--- src/verilog/cpu_bus_pkg.sv ---
/* cpu bus definitions shared by the bus controller and its slaves
   widths, clk6x phase encoding, slave request bundle and cycle timing */
package cpu_bus_pkg;

    typedef logic [15:0] cpu_addr_t;        // 65xx address bus
    typedef logic [7:0]  cpu_data_t;        // one data byte
    typedef logic [3:0]  slv_addr_t;        // register offset inside a slave

    // six clk6x phases make one cpu cycle
    typedef enum logic [2:0] {
        PH_0,                               // cphi2 low, new address from cpu
        PH_1,
        PH_2,                               // address setup, captured on entry
        PH_3,                               // cphi2 rises
        PH_4,                               // write commit
        PH_5                                // release, cphi2 falls after this one
    } phase_t;

    // request from the bus controller, seen by every slave
    typedef struct packed {
        slv_addr_t addr;                    // offset in the selected window
        cpu_data_t wdata;                   // write byte
        logic      rwn;                     // 1 = read
        logic      wr_valid;                // one clk6x commit strobe in PH_4
        logic      sel_gpio;
        logic      sel_sys;
    } slv_req_t;

    localparam cpu_data_t IDLE_READ = 8'hFF;    // nobody answers inside the page

    // cycle timing
    localparam int     CPU_CYCLE_CLKS = 6;      // clk6x per cpu cycle
    localparam phase_t PH_SETUP       = PH_2;   // selects valid, read data captured at its end
    localparam phase_t PH_CPHI2_RISE  = PH_3;   // first phase with cphi2 high
    localparam phase_t PH_COMMIT      = PH_4;   // wr_valid phase
    localparam phase_t PH_RELEASE     = PH_5;   // selects dropped at its end

endpackage

--- src/verilog/io_regs_pkg.sv ---
/* register map of the io slaves
   offsets, reset values, gpio and bank types */
package io_regs_pkg;

    typedef logic [7:0] gpio_port_t;        // one 8 bit gpio port
    typedef logic [7:0] bank_t;             // ram bank number

    // gpio offsets, 65c22 order
    localparam cpu_bus_pkg::slv_addr_t REG_ORB  = 4'h0;
    localparam cpu_bus_pkg::slv_addr_t REG_ORA  = 4'h1;
    localparam cpu_bus_pkg::slv_addr_t REG_DDRB = 4'h2;
    localparam cpu_bus_pkg::slv_addr_t REG_DDRA = 4'h3;

    // system register offsets
    localparam cpu_bus_pkg::slv_addr_t REG_RAMBANK  = 4'h0;
    localparam cpu_bus_pkg::slv_addr_t REG_BANKMASK = 4'h1;
    localparam cpu_bus_pkg::slv_addr_t REG_IRQCTL   = 4'h2;
    localparam cpu_bus_pkg::slv_addr_t REG_SCRATCH  = 4'h3;

    localparam int IRQ_FORCE_BIT = 0;       // 1 pulls cpu irq low
    localparam int IRQ_BLOCK_BIT = 1;       // 1 keeps cpu irq high, wins over force

    localparam gpio_port_t OR_RESET         = 8'h00;
    localparam gpio_port_t DDR_RESET        = 8'h00;    // all pins input
    localparam bank_t      BANK_RESET       = 8'h00;
    localparam bank_t      BANKMASK_DEFAULT = 8'h7F;    // x16 compatible, 128 banks
    localparam logic [7:0] IRQCTL_RESET     = 8'h00;
    localparam logic [7:0] SCRATCH_RESET    = 8'h00;

endpackage

--- src/verilog/cpu_bus_ctrl.sv ---
/* cpu bus controller, cphi2 phase generator and io page decoder
   turns cpu bus cycles into slave requests and drives read data back */
`timescale 1ns/1ps

module cpu_bus_ctrl #(
    parameter logic [7:0] IO_PAGE   = 8'h9F,    // high address byte of the io page
    parameter logic [3:0] GPIO_BASE = 4'h0,     // addr[7:4] of the gpio window
    parameter logic [3:0] SYS_BASE  = 4'h5      // addr[7:4] of the sysreg window
) (
    input  logic                    clk6x,
    input  logic                    reset_i,
    input  logic                    run_i,          // low stops cpu after current cycle
    input  cpu_bus_pkg::cpu_addr_t  cpu_addr_i,
    input  logic                    cpu_rwn_i,
    input  cpu_bus_pkg::cpu_data_t  cpu_data_i,
    output cpu_bus_pkg::cpu_data_t  cpu_data_o,
    output logic                    cpu_data_oe_o,
    output logic                    cphi2_o,
    output cpu_bus_pkg::slv_req_t   slv_req_o,
    input  cpu_bus_pkg::cpu_data_t  gpio_rdata_i,
    input  cpu_bus_pkg::cpu_data_t  sys_rdata_i
);
    import cpu_bus_pkg::*;

    phase_t    phase;
    phase_t    phase_next;

    // decode of the live cpu address
    logic      page_hit;
    logic      hit_gpio;
    logic      hit_sys;

    // request state captured at setup
    slv_addr_t addr_r;
    logic      rwn_r;
    logic      page_hit_r;
    logic      sel_gpio_r;
    logic      sel_sys_r;

    cpu_data_t rdata_mux;
    cpu_data_t cpu_data_r;

    // phase sequencer, PH_0 is the only place to wait
    always_comb
    begin
        case (phase)
            PH_0:    phase_next = run_i ? PH_1 : PH_0;
            PH_1:    phase_next = PH_2;
            PH_2:    phase_next = PH_3;
            PH_3:    phase_next = PH_4;
            PH_4:    phase_next = PH_5;
            PH_5:    phase_next = PH_0;    // cycle always completes
            default: phase_next = PH_0;
        endcase
    end

    assign cphi2_o = (phase >= PH_CPHI2_RISE);  // low PH_0..2, high PH_3..5

    // page and window decode, gpio wins if both bases are equal
    always_comb
    begin
        page_hit = (cpu_addr_i[15:8] == IO_PAGE);
        hit_gpio = page_hit && (cpu_addr_i[7:4] == GPIO_BASE);
        hit_sys  = page_hit && (cpu_addr_i[7:4] == SYS_BASE) && !hit_gpio;
    end

    always_ff @(posedge clk6x)
    begin
        if (reset_i)
        begin
            phase      <= PH_0;
            rwn_r      <= 1'b1;
            page_hit_r <= 1'b0;
            sel_gpio_r <= 1'b0;
            sel_sys_r  <= 1'b0;
        end
        else
        begin
            phase <= phase_next;
            if (phase_next == PH_SETUP)
            begin
                // address and r/w sampled on the clock into PH_2
                rwn_r      <= cpu_rwn_i;
                page_hit_r <= page_hit;
                sel_gpio_r <= hit_gpio;
                sel_sys_r  <= hit_sys;
            end
            else if (phase == PH_RELEASE)
            begin
                page_hit_r <= 1'b0;         // end of cycle
                sel_gpio_r <= 1'b0;
                sel_sys_r  <= 1'b0;
            end
        end
    end

    always_ff @(posedge clk6x)
    begin
        if (phase_next == PH_SETUP)
            addr_r <= cpu_addr_i[3:0];      // register offset
    end

    // slave request bundle
    always_comb
    begin
        slv_req_o.addr     = addr_r;
        slv_req_o.wdata    = cpu_data_i;    // cpu drives write data in cphi2 high
        slv_req_o.rwn      = rwn_r;
        slv_req_o.wr_valid = (phase == PH_COMMIT) && !rwn_r && (sel_gpio_r || sel_sys_r);
        slv_req_o.sel_gpio = sel_gpio_r;
        slv_req_o.sel_sys  = sel_sys_r;
    end

    // read combine, undecoded offsets in the page read as IDLE_READ
    always_comb
    begin
        if (sel_gpio_r)
            rdata_mux = gpio_rdata_i;
        else if (sel_sys_r)
            rdata_mux = sys_rdata_i;
        else
            rdata_mux = IDLE_READ;
    end

    // read byte captured on PH_2 -> PH_3, held through PH_5
    always_ff @(posedge clk6x)
    begin
        if (phase == PH_SETUP)
            cpu_data_r <= rdata_mux;
    end

    assign cpu_data_o    = cpu_data_r;
    assign cpu_data_oe_o = cphi2_o && page_hit_r && rwn_r;    // only reads inside the page

endmodule

--- src/verilog/nora_io_top.sv ---
/* cpu side io of the nora system controller
   bus controller with the gpio and system register slaves */
`timescale 1ns/1ps

module nora_io_top #(
    parameter logic [7:0]         IO_PAGE        = 8'h9F,
    parameter logic [3:0]         GPIO_BASE      = 4'h0,
    parameter logic [3:0]         SYS_BASE       = 4'h5,
    parameter io_regs_pkg::bank_t BANKMASK_RESET = io_regs_pkg::BANKMASK_DEFAULT
) (
    input  logic                    clk6x,
    input  logic                    reset_i,
    input  logic                    run_i,
    // cpu bus
    input  cpu_bus_pkg::cpu_addr_t  cpu_addr_i,
    input  logic                    cpu_rwn_i,
    input  cpu_bus_pkg::cpu_data_t  cpu_data_i,
    output cpu_bus_pkg::cpu_data_t  cpu_data_o,
    output logic                    cpu_data_oe_o,  // pad enable of the data bus
    output logic                    cphi2_o,
    // gpio pads, split in/out/enable
    input  io_regs_pkg::gpio_port_t port_a_i,
    input  io_regs_pkg::gpio_port_t port_b_i,
    output io_regs_pkg::gpio_port_t port_a_o,
    output io_regs_pkg::gpio_port_t port_b_o,
    output io_regs_pkg::gpio_port_t port_a_oe_o,
    output io_regs_pkg::gpio_port_t port_b_oe_o,
    // system
    input  logic                    ext_irqn_i,
    output logic                    cpu_irqn_o,
    output io_regs_pkg::bank_t      mem_bank_o
);
    import cpu_bus_pkg::*;

    slv_req_t  slv_req;         // shared by both slaves
    cpu_data_t gpio_rdata;
    cpu_data_t sys_rdata;

    cpu_bus_ctrl #(
        .IO_PAGE   (IO_PAGE),
        .GPIO_BASE (GPIO_BASE),
        .SYS_BASE  (SYS_BASE)
    ) cpu_bus_ctrl_inst (
        .clk6x         (clk6x),
        .reset_i       (reset_i),
        .run_i         (run_i),
        .cpu_addr_i    (cpu_addr_i),
        .cpu_rwn_i     (cpu_rwn_i),
        .cpu_data_i    (cpu_data_i),
        .cpu_data_o    (cpu_data_o),
        .cpu_data_oe_o (cpu_data_oe_o),
        .cphi2_o       (cphi2_o),
        .slv_req_o     (slv_req),
        .gpio_rdata_i  (gpio_rdata),
        .sys_rdata_i   (sys_rdata)
    );

    via_gpio via_gpio_inst (
        .clk6x       (clk6x),
        .reset_i     (reset_i),
        .slv_req_i   (slv_req),
        .rdata_o     (gpio_rdata),
        .port_a_i    (port_a_i),
        .port_b_i    (port_b_i),
        .port_a_o    (port_a_o),
        .port_b_o    (port_b_o),
        .port_a_oe_o (port_a_oe_o),
        .port_b_oe_o (port_b_oe_o)
    );

    sys_regs #(
        .BANKMASK_RESET (BANKMASK_RESET)
    ) sys_regs_inst (
        .clk6x      (clk6x),
        .reset_i    (reset_i),
        .slv_req_i  (slv_req),
        .rdata_o    (sys_rdata),
        .ext_irqn_i (ext_irqn_i),
        .cpu_irqn_o (cpu_irqn_o),
        .mem_bank_o (mem_bank_o)
    );

endmodule

--- src/verilog/sys_regs.sv ---
/* system register block, ram bank with mask, irq force/block and scratch
   combines the external irq line into the cpu irq */
`timescale 1ns/1ps

module sys_regs #(
    parameter io_regs_pkg::bank_t BANKMASK_RESET = 8'h7F   // x16 style 128 banks
) (
    input  logic                    clk6x,
    input  logic                    reset_i,
    input  cpu_bus_pkg::slv_req_t   slv_req_i,
    output cpu_bus_pkg::cpu_data_t  rdata_o,
    input  logic                    ext_irqn_i,     // wired-or irq from the board
    output logic                    cpu_irqn_o,
    output io_regs_pkg::bank_t      mem_bank_o
);
    import cpu_bus_pkg::*;
    import io_regs_pkg::*;

    bank_t     rambank;
    bank_t     bankmask;
    cpu_data_t irqctl;      // only bits 0 and 1 act, all bits read back
    cpu_data_t scratch;
    logic      wr_en;
    logic      irq_force;
    logic      irq_block;

    assign wr_en = slv_req_i.wr_valid && slv_req_i.sel_sys;

    always_ff @(posedge clk6x)
    begin
        if (reset_i)
        begin
            rambank  <= BANK_RESET;
            bankmask <= BANKMASK_RESET;
            irqctl   <= IRQCTL_RESET;   // ext irq passes through
            scratch  <= SCRATCH_RESET;
        end
        else if (wr_en)
        begin
            case (slv_req_i.addr)
                REG_RAMBANK:  rambank  <= slv_req_i.wdata;
                REG_BANKMASK: bankmask <= slv_req_i.wdata;
                REG_IRQCTL:   irqctl   <= slv_req_i.wdata;
                REG_SCRATCH:  scratch  <= slv_req_i.wdata;
                default:      ;
            endcase
        end
    end

    always_comb
    begin
        case (slv_req_i.addr)
            REG_RAMBANK:  rdata_o = rambank;    // unmasked value
            REG_BANKMASK: rdata_o = bankmask;
            REG_IRQCTL:   rdata_o = irqctl;
            REG_SCRATCH:  rdata_o = scratch;
            default:      rdata_o = IDLE_READ;
        endcase
    end

    assign mem_bank_o = rambank & bankmask;

    assign irq_force = irqctl[IRQ_FORCE_BIT];
    assign irq_block = irqctl[IRQ_BLOCK_BIT];

    // active low, block wins over force and ext
    assign cpu_irqn_o = irq_block | (ext_irqn_i & ~irq_force);

endmodule

--- src/verilog/via_gpio.sv ---
/* simplified 65c22, two 8 bit gpio ports
   output and direction register per port, no timers or handshake lines */
`timescale 1ns/1ps

module via_gpio (
    input  logic                    clk6x,
    input  logic                    reset_i,
    input  cpu_bus_pkg::slv_req_t   slv_req_i,
    output cpu_bus_pkg::cpu_data_t  rdata_o,
    input  io_regs_pkg::gpio_port_t port_a_i,
    input  io_regs_pkg::gpio_port_t port_b_i,
    output io_regs_pkg::gpio_port_t port_a_o,
    output io_regs_pkg::gpio_port_t port_b_o,
    output io_regs_pkg::gpio_port_t port_a_oe_o,
    output io_regs_pkg::gpio_port_t port_b_oe_o
);
    import cpu_bus_pkg::*;
    import io_regs_pkg::*;

    gpio_port_t ora;        // output reg a
    gpio_port_t orb;
    gpio_port_t ddra;       // 1 = output
    gpio_port_t ddrb;
    logic       wr_en;

    // per bit readback, driven bits from the register and the rest from the pin
    function automatic gpio_port_t port_read(
        input gpio_port_t out_reg,
        input gpio_port_t dir,
        input gpio_port_t pins
    );
        port_read = (out_reg & dir) | (pins & ~dir);
    endfunction

    assign wr_en = slv_req_i.wr_valid && slv_req_i.sel_gpio;

    always_ff @(posedge clk6x)
    begin
        if (reset_i)
        begin
            ora  <= OR_RESET;
            orb  <= OR_RESET;
            ddra <= DDR_RESET;      // outputs off after reset
            ddrb <= DDR_RESET;
        end
        else if (wr_en)
        begin
            case (slv_req_i.addr)
                REG_ORB:  orb  <= slv_req_i.wdata;
                REG_ORA:  ora  <= slv_req_i.wdata;
                REG_DDRB: ddrb <= slv_req_i.wdata;
                REG_DDRA: ddra <= slv_req_i.wdata;
                default:  ;     // unmapped offsets ignore writes
            endcase
        end
    end

    // combinational read of the addressed register
    always_comb
    begin
        case (slv_req_i.addr)
            REG_ORB:  rdata_o = port_read(orb, ddrb, port_b_i);
            REG_ORA:  rdata_o = port_read(ora, ddra, port_a_i);
            REG_DDRB: rdata_o = ddrb;
            REG_DDRA: rdata_o = ddra;
            default:  rdata_o = IDLE_READ;
        endcase
    end

    assign port_a_o    = ora;
    assign port_b_o    = orb;
    assign port_a_oe_o = ddra;     // pad enable per bit
    assign port_b_oe_o = ddrb;

endmodule
--- config.mk ---
export PLATFORM = sky130hd
export DESIGN_NAME = nora_io_top
export DESIGN_NICKNAME = d
export VERILOG_FILES = /design/src/verilog/cpu_bus_pkg.sv /design/src/verilog/io_regs_pkg.sv /design/src/verilog/cpu_bus_ctrl.sv /design/src/verilog/nora_io_top.sv /design/src/verilog/sys_regs.sv /design/src/verilog/via_gpio.sv
export SDC_FILE = /design/constraint.sdc
export NUM_CORES = 1
export LEC_CHECK = 0
export BUFFER_PORTS_ARGS = -buffer_cell sky130_fd_sc_hd__buf_2
export CORE_UTILIZATION = 53
export DETAILED_ROUTE_END_ITERATION = 12
export PLACE_DENSITY = 0.9
export SLEW_MARGIN = 5
export SYNTH_ARGS = -nofsm -noshare
export SYNTH_HDL_FRONTEND = slang
export SYNTH_SLANG_ARGS = --single-unit
--- constraint.sdc ---
create_clock -name clk6x -period 2.3 [get_ports clk6x]
set_clock_uncertainty 0.1 [all_clocks]
set_input_delay 0.23 -clock clk6x [delete_from_list [all_inputs] [get_ports clk6x]]
set_output_delay 0.23 -clock clk6x [all_outputs]
set_load 0.01 [all_outputs]
## Word level (Yosys, flattened, before mapping)

Index checks and enable logic that the tools add are counted.

| word-level totals | value |
|---|---|
| memory bits (writable) | 0 |
| bits in read-only memories | 0 |
| memories | 0 |
| register bits after elaboration | 83 |
| bits in latches | 0 |

| operators by class | value |
|---|---|
| add/sub/neg operators | 0 |
| equality and inequality tests | 11 |
| reductions and logical operators | 24 |
| div/mod/pow operators | 0 |
| bitwise logic cells | 12 |
| $mul | 0 |
| multiplexer cells | 10 |
| magnitude comparators | 1 |
| shifts and indexed selects | 0 |

Operators with widths:

| cell | count |
|---|---|
| $pmux W8 S4 | 2 |
| $and A8 B8 Y8 | 5 |
| $mux W8 | 2 |
| $not A8 Y8 | 2 |
| $or A8 B8 Y8 | 2 |
| $reduce_and A2 Y1 | 8 |
| $pmux W3 S5 | 1 |
| $eq A3 B2 Y1 const B | 3 |
| $logic_and A1 B1 Y1 | 9 |
| $eq A4 B2 Y1 const B | 2 |
| $eq A8 B8 Y1 const B | 1 |
| $logic_not A4 Y1 | 2 |
| $eq A3 B3 Y1 const B | 2 |
| $mux W1 | 5 |
| $eq A4 B1 Y1 const B | 1 |
| $eq A4 B3 Y1 const B | 1 |
| $eq A3 B1 Y1 const B | 1 |
| $ge A3 B2 Y1 const B | 1 |
| $logic_not A3 Y1 | 1 |
| $logic_not A1 Y1 | 2 |
| $reduce_bool A2 Y1 | 1 |
| $and A1 B1 Y1 | 1 |
| $logic_or A1 B1 Y1 | 1 |
| $not A1 Y1 | 1 |
| $or A1 B1 Y1 | 1 |

## Logic depth before layout (Yosys ltp)

| depth | value |
|---|---|
| word-level depth | 5 |
| depth in mapped cells | 7 |
| depth with buffers taken out | 4 |

## Cells and area by module

From an unflattened synthesis, not the netlist that was laid out.

| unflattened totals | value |
|---|---|
| cells, all modules | 439 |
| area, all modules | 4285.4 um2 |

Modules (own cells, without submodules):

| module | sequential area each (um2) | times used | cells an instance | area each (um2) |
|---|---|---|---|---|
| via_gpio | 640.6 | 1 | 193 | 1684.1 |
| sys_regs | 640.6 | 1 | 154 | 1652.8 |
| cpu_bus_ctrl | 500.5 | 1 | 92 | 948.4 |

## Least setup slack after synthesis

Ideal clock, no wire load.

| timing | value |
|---|---|
| path kind | register to register |
| from | register cpu_bus_ctrl_inst.addr_r[3] |
| to | register cpu_bus_ctrl_inst.cpu_data_r[1] (netlist: cpu_bus_ctrl_inst.cpu_data_o[1]) (data pin) |
| library setup time | 0.258 ns |
| data required time | 1.942 ns |
| cell stages (with the launch flop) | 7 |
| slack | 0.273 ns |
| period minus slack after synthesis | 2.027 ns |
| buffers on the path | 2 |
| arrival | 1.669 ns |
| path through | edfxtp_1 buf_4 or4b_4 buf_6 a221oi_2 a22oi_1 o221a_1 |

| between the ends | value |
|---|---|
| word-level cells in the longest chain between the ends | 4 |
| elaborated cells between the ends (all ways) | 8 |
| those cells by class | eq/ne (3); mux (4); reduce/logical (1) |

RTL lines:

| item | RTL line | RTL |
|---|---|---|
| start: declaration | cpu_bus_ctrl.sv:34 | `slv_addr_t addr_r;` |
| start signal: assignment | cpu_bus_ctrl.sv:100 | `addr_r <= cpu_addr_i[3:0];` |
| $eq A4 B2 Y1, or another cell as far along | sys_regs.sv:52, via_gpio.sv:61 |  |
| $pmux W8 S4 | sys_regs.sv:52 | `case (slv_req_i.addr)` |
| $mux W8 | cpu_bus_ctrl.sv:119 | `else if (sel_sys_r)` |
| $mux W8 (*) | cpu_bus_ctrl.sv:117 | `if (sel_gpio_r)` |
| via cpu_bus_ctrl_inst.rdata_mux[1] | cpu_bus_ctrl.sv:40 | `cpu_data_t rdata_mux;` |
| end signal: assignment | cpu_bus_ctrl.sv:129 | `cpu_data_r <= rdata_mux;` |
| end: declaration | cpu_bus_ctrl.sv:41 | `cpu_data_t cpu_data_r;` |

Mark *: on every way through the listed nets, which the timed path passes. The rest lies on a longest branch.
A chain may end at the register's enable or synchronous reset.

## Worst setup path in the final report

| timing | value |
|---|---|
| from | register cpu_bus_ctrl_inst.addr_r[2] |
| to | register cpu_bus_ctrl_inst.cpu_data_r[0] (netlist: cpu_bus_ctrl_inst.cpu_data_o[0]) (data pin) |

The elaborated chain is that of the path after synthesis.

==> metrics <==
status=finished, final reports clean; global route total overflow=0; hpwl dp=7040 um; Hold WC Path Type=input port to register; Post-synth EDFFs=12; CP endpoint kind=register; ys flop type=dfxtp_1; commonest non-fill, non-tap cell in the layout=buf_2; # setup viols final=0; CTS Sinks=83; port bufs=95; GRT Overall Usage=approximately a quarter; die area=7730 sq um; final-layout fill cell count=533; Post-Syn Area=approximately 3900 sq um; CP Launch Type=register; Yosys top cell by area=dfxtp_1; Worst Setup SP=cpu_bus_ctrl_inst.addr_r[2]; latest clock arrival within the worst-skew pair=0.36 ns; commonest cells after routing, fill and taps aside=buf_2 (95), dfxtp_1 (71), nor2_1 (63); Max stage delay on crit path=0.64 ns; clk buf depth=2; area fraction of the dominant cell type after synthesis=~36%; Starting Density=a little under three fifths; DRT iter0 DRCs=225; Vias/cell=5.83; critical setup path kind=register to register; Async SR Flop Fraction=0%; CP Data Required Time=between 2 and 2.5 ns; M1 GR Usage=a little under a third; ranking of synthesized cells by area=dfxtp_1 (36%), mux2i_1 (14%), edfxtp_1 (9.2%), nor2_1 (6.0%), mux2_2 (3.7%); Gate Count Post-Synth=404; met2 Use GR=between 40% and 50%; worst slew pin tran=0.586 ns; setup tns final=0 ns; final period utilization=around 93%; Die H=87.9 um; fin util=67.5%; CTS tree=done; CTS clock-pin slew for the worst setup and hold paths=approximately 0.080 ns; CP max FO=8; row cnt=30; slowest CP cell=or4b_4; total CTS buffers=9; final RePlAce weighted congestion=0.848; count of cell types in the netlist=50; Synth warnings=0; initial antenna violation count=0; antenna cells=0; Critical Path AT=2.16 ns; # Post-CTS Setup Buffers=0; reg2reg start=cpu_bus_ctrl_inst.addr_r[2]; Seq/Total Area, Yosys=between 40% and 50%; Final min period=roughly 2.1 ns; DRC Markers=0; vias=3456; Max Clock Freq=0.465 GHz; max cap viols=0; HP Start=cpu_addr_i[4]; pwr dens=573 nW/um^2; P_leak=2.18 nW; CP Buf/Inv Count=0; Die W=87.9 um; I/O pins=96; Mean Syn Cell Area=9.68 sq um; crit path cell chain=or4b_4, a221oi_2, a22oi_1, o221a_1; H-tree Lvls=3; Area Overhead vs Synth=19.8%; vias in the first global route=3219; remaining antenna violation count=0; Slew Limit Headroom=between 60% and 70%; worst vdd ir=0.354 mV; RSZ-0062 raised after global routing=no; fraction of layout cells with a size suffix above 1=30.6%; WL final=about 10000 um; Final Hold Violating Endpoints=0; Synthesized Nets=449; gr busiest metal=met2; largest net degree at the start of global routing=74; fin. max-slew vios=0; WL per Instance=around 17 um; Core Area=6940 sq um; first-pass GRT wire length=15200 um; Largest delay share family, worst path=compound AO/OA/AOI/OAI gates; post-synthesis register bit count=83; fin nets=between 500 and 600; clock root cell=clkbuf_8; drt first pass iters=5; GR Util met3=4.81%
==> per-stage QoR <==
stage          hold WS, ns  instances  setup slack (ns)  instance area [sq um]  power [mW]
2_1_floorplan        0.222        404             0.273                   3910        1.65
3_3_place_gp         0.309        572             0.252                   4460        1.73
3_5_place_dp         0.310        572             0.185                   4460        1.73
4_1_cts             0.0283        593             0.175                   4690        2.69
5_1_grt             0.0363        593            0.0707                   4690        2.76
6_report            0.0350        593             0.150                   4690        2.69
==> cell usage after synthesis (2+ instances only) <==
library cell and number:
a22oi_1 5, and3_1 2, nand2_1 35, edfxtp_1 12, a21oi_1 24, and2_1 10
o221a_1 4, clkbuf_1 20, nand3_2 7, nor3_1 11, a221oi_1 3, clkbuf_2 2
o21ai_0 2, a32oi_1 2, a21o_1 2, a221oi_2 4, nand3b_1 3, buf_4 2
dfxtp_1 71, nor4b_1 2, buf_6 2, mux2i_1 56, nand3_1 11, nor2b_1 3
o221a_2 2, nor2_1 63, buf_2 8, mux2_2 13, a221o_1 2
==> power breakdown <==
group | total, mW | switching [mW] | internal, mW
logic | 0.199 | 0.116 | 0.0827
clock network | 0.978 | 0.517 | 0.461
registers | 1.51 | 0.0244 | 1.49
==> kinds of logic (layout without fill, tap and decap cells) <==
kind of cell / Yosys count / count (layout) / synth area share [%]
xor gates and xnor gates: 1 / 1 / 0.224
AOI/OAI and AO/OA: 57 / 57 / 11.2
muxes: 69 / 69 / 18.1
buffers and inverters: 36 / 129 / 4.35
and+or+nand+nor: 158 / 158 / 20.6
DFF: 83 / 83 / 45.6
==> flip-flops by register name, summed over array words and instances (netlist names), 3 cells and up <==
register / count
sys_regs_inst.scratch: 8
cpu_bus_ctrl_inst.cpu_data_o: 8
via_gpio_inst.port_a_oe_o: 8
cpu_bus_ctrl_inst.addr_r: 4
via_gpio_inst.port_b_o: 8
sys_regs_inst.bankmask: 8
via_gpio_inst.port_a_o: 8
sys_regs_inst.irqctl: 8
via_gpio_inst.port_b_oe_o: 8
sys_regs_inst.rambank: 8
cpu_bus_ctrl_inst.phase: 3
==> layout make-up <==
cell class	instances	area, sq um	share of cell area, %
flip-flops and latches	83	1780	38.0
inverters	1	3.75	0.0801
multi-input cells	285	1970	42.1
well taps	96	120	2.56
clock inverters	3	20.0	0.427
clock buffers	13	160	3.42
repair buffers	112	628	13.4
==> repair_timing <==
| action | 4_1_cts | 5_1_grt |
|---|---|---|
| hold buffers | 5 | 0 |
| gates resized for setup | 0 | 0 |
| hold endpoints to repair | 5 | 0 |
| endpoints found under the setup margin | 0 | 0 |
==> path summary, 6_finish.rpt <==
check | to | cells past startpoint | slack (ns)
setup / recovery | cpu_bus_ctrl_inst.cpu_data_o[0] | 4 | 0.15
hold / removal | cpu_bus_ctrl_inst.sel_sys_r | 2 | 0.03
setup reg to reg | cpu_bus_ctrl_inst.cpu_data_o[0] | 4 | 0.15
hold reg to reg | via_gpio_inst.port_a_o[0] | 2 | 0.38
==> layer usage <==
metal	part of all wire [%]	vias up
li1	-	1617
met5	0	-
met2	50	169
met3	6.6	28
met1	41	1642
met4	2.9	0
Note: power is estimated with default switching activity, not from simulation.
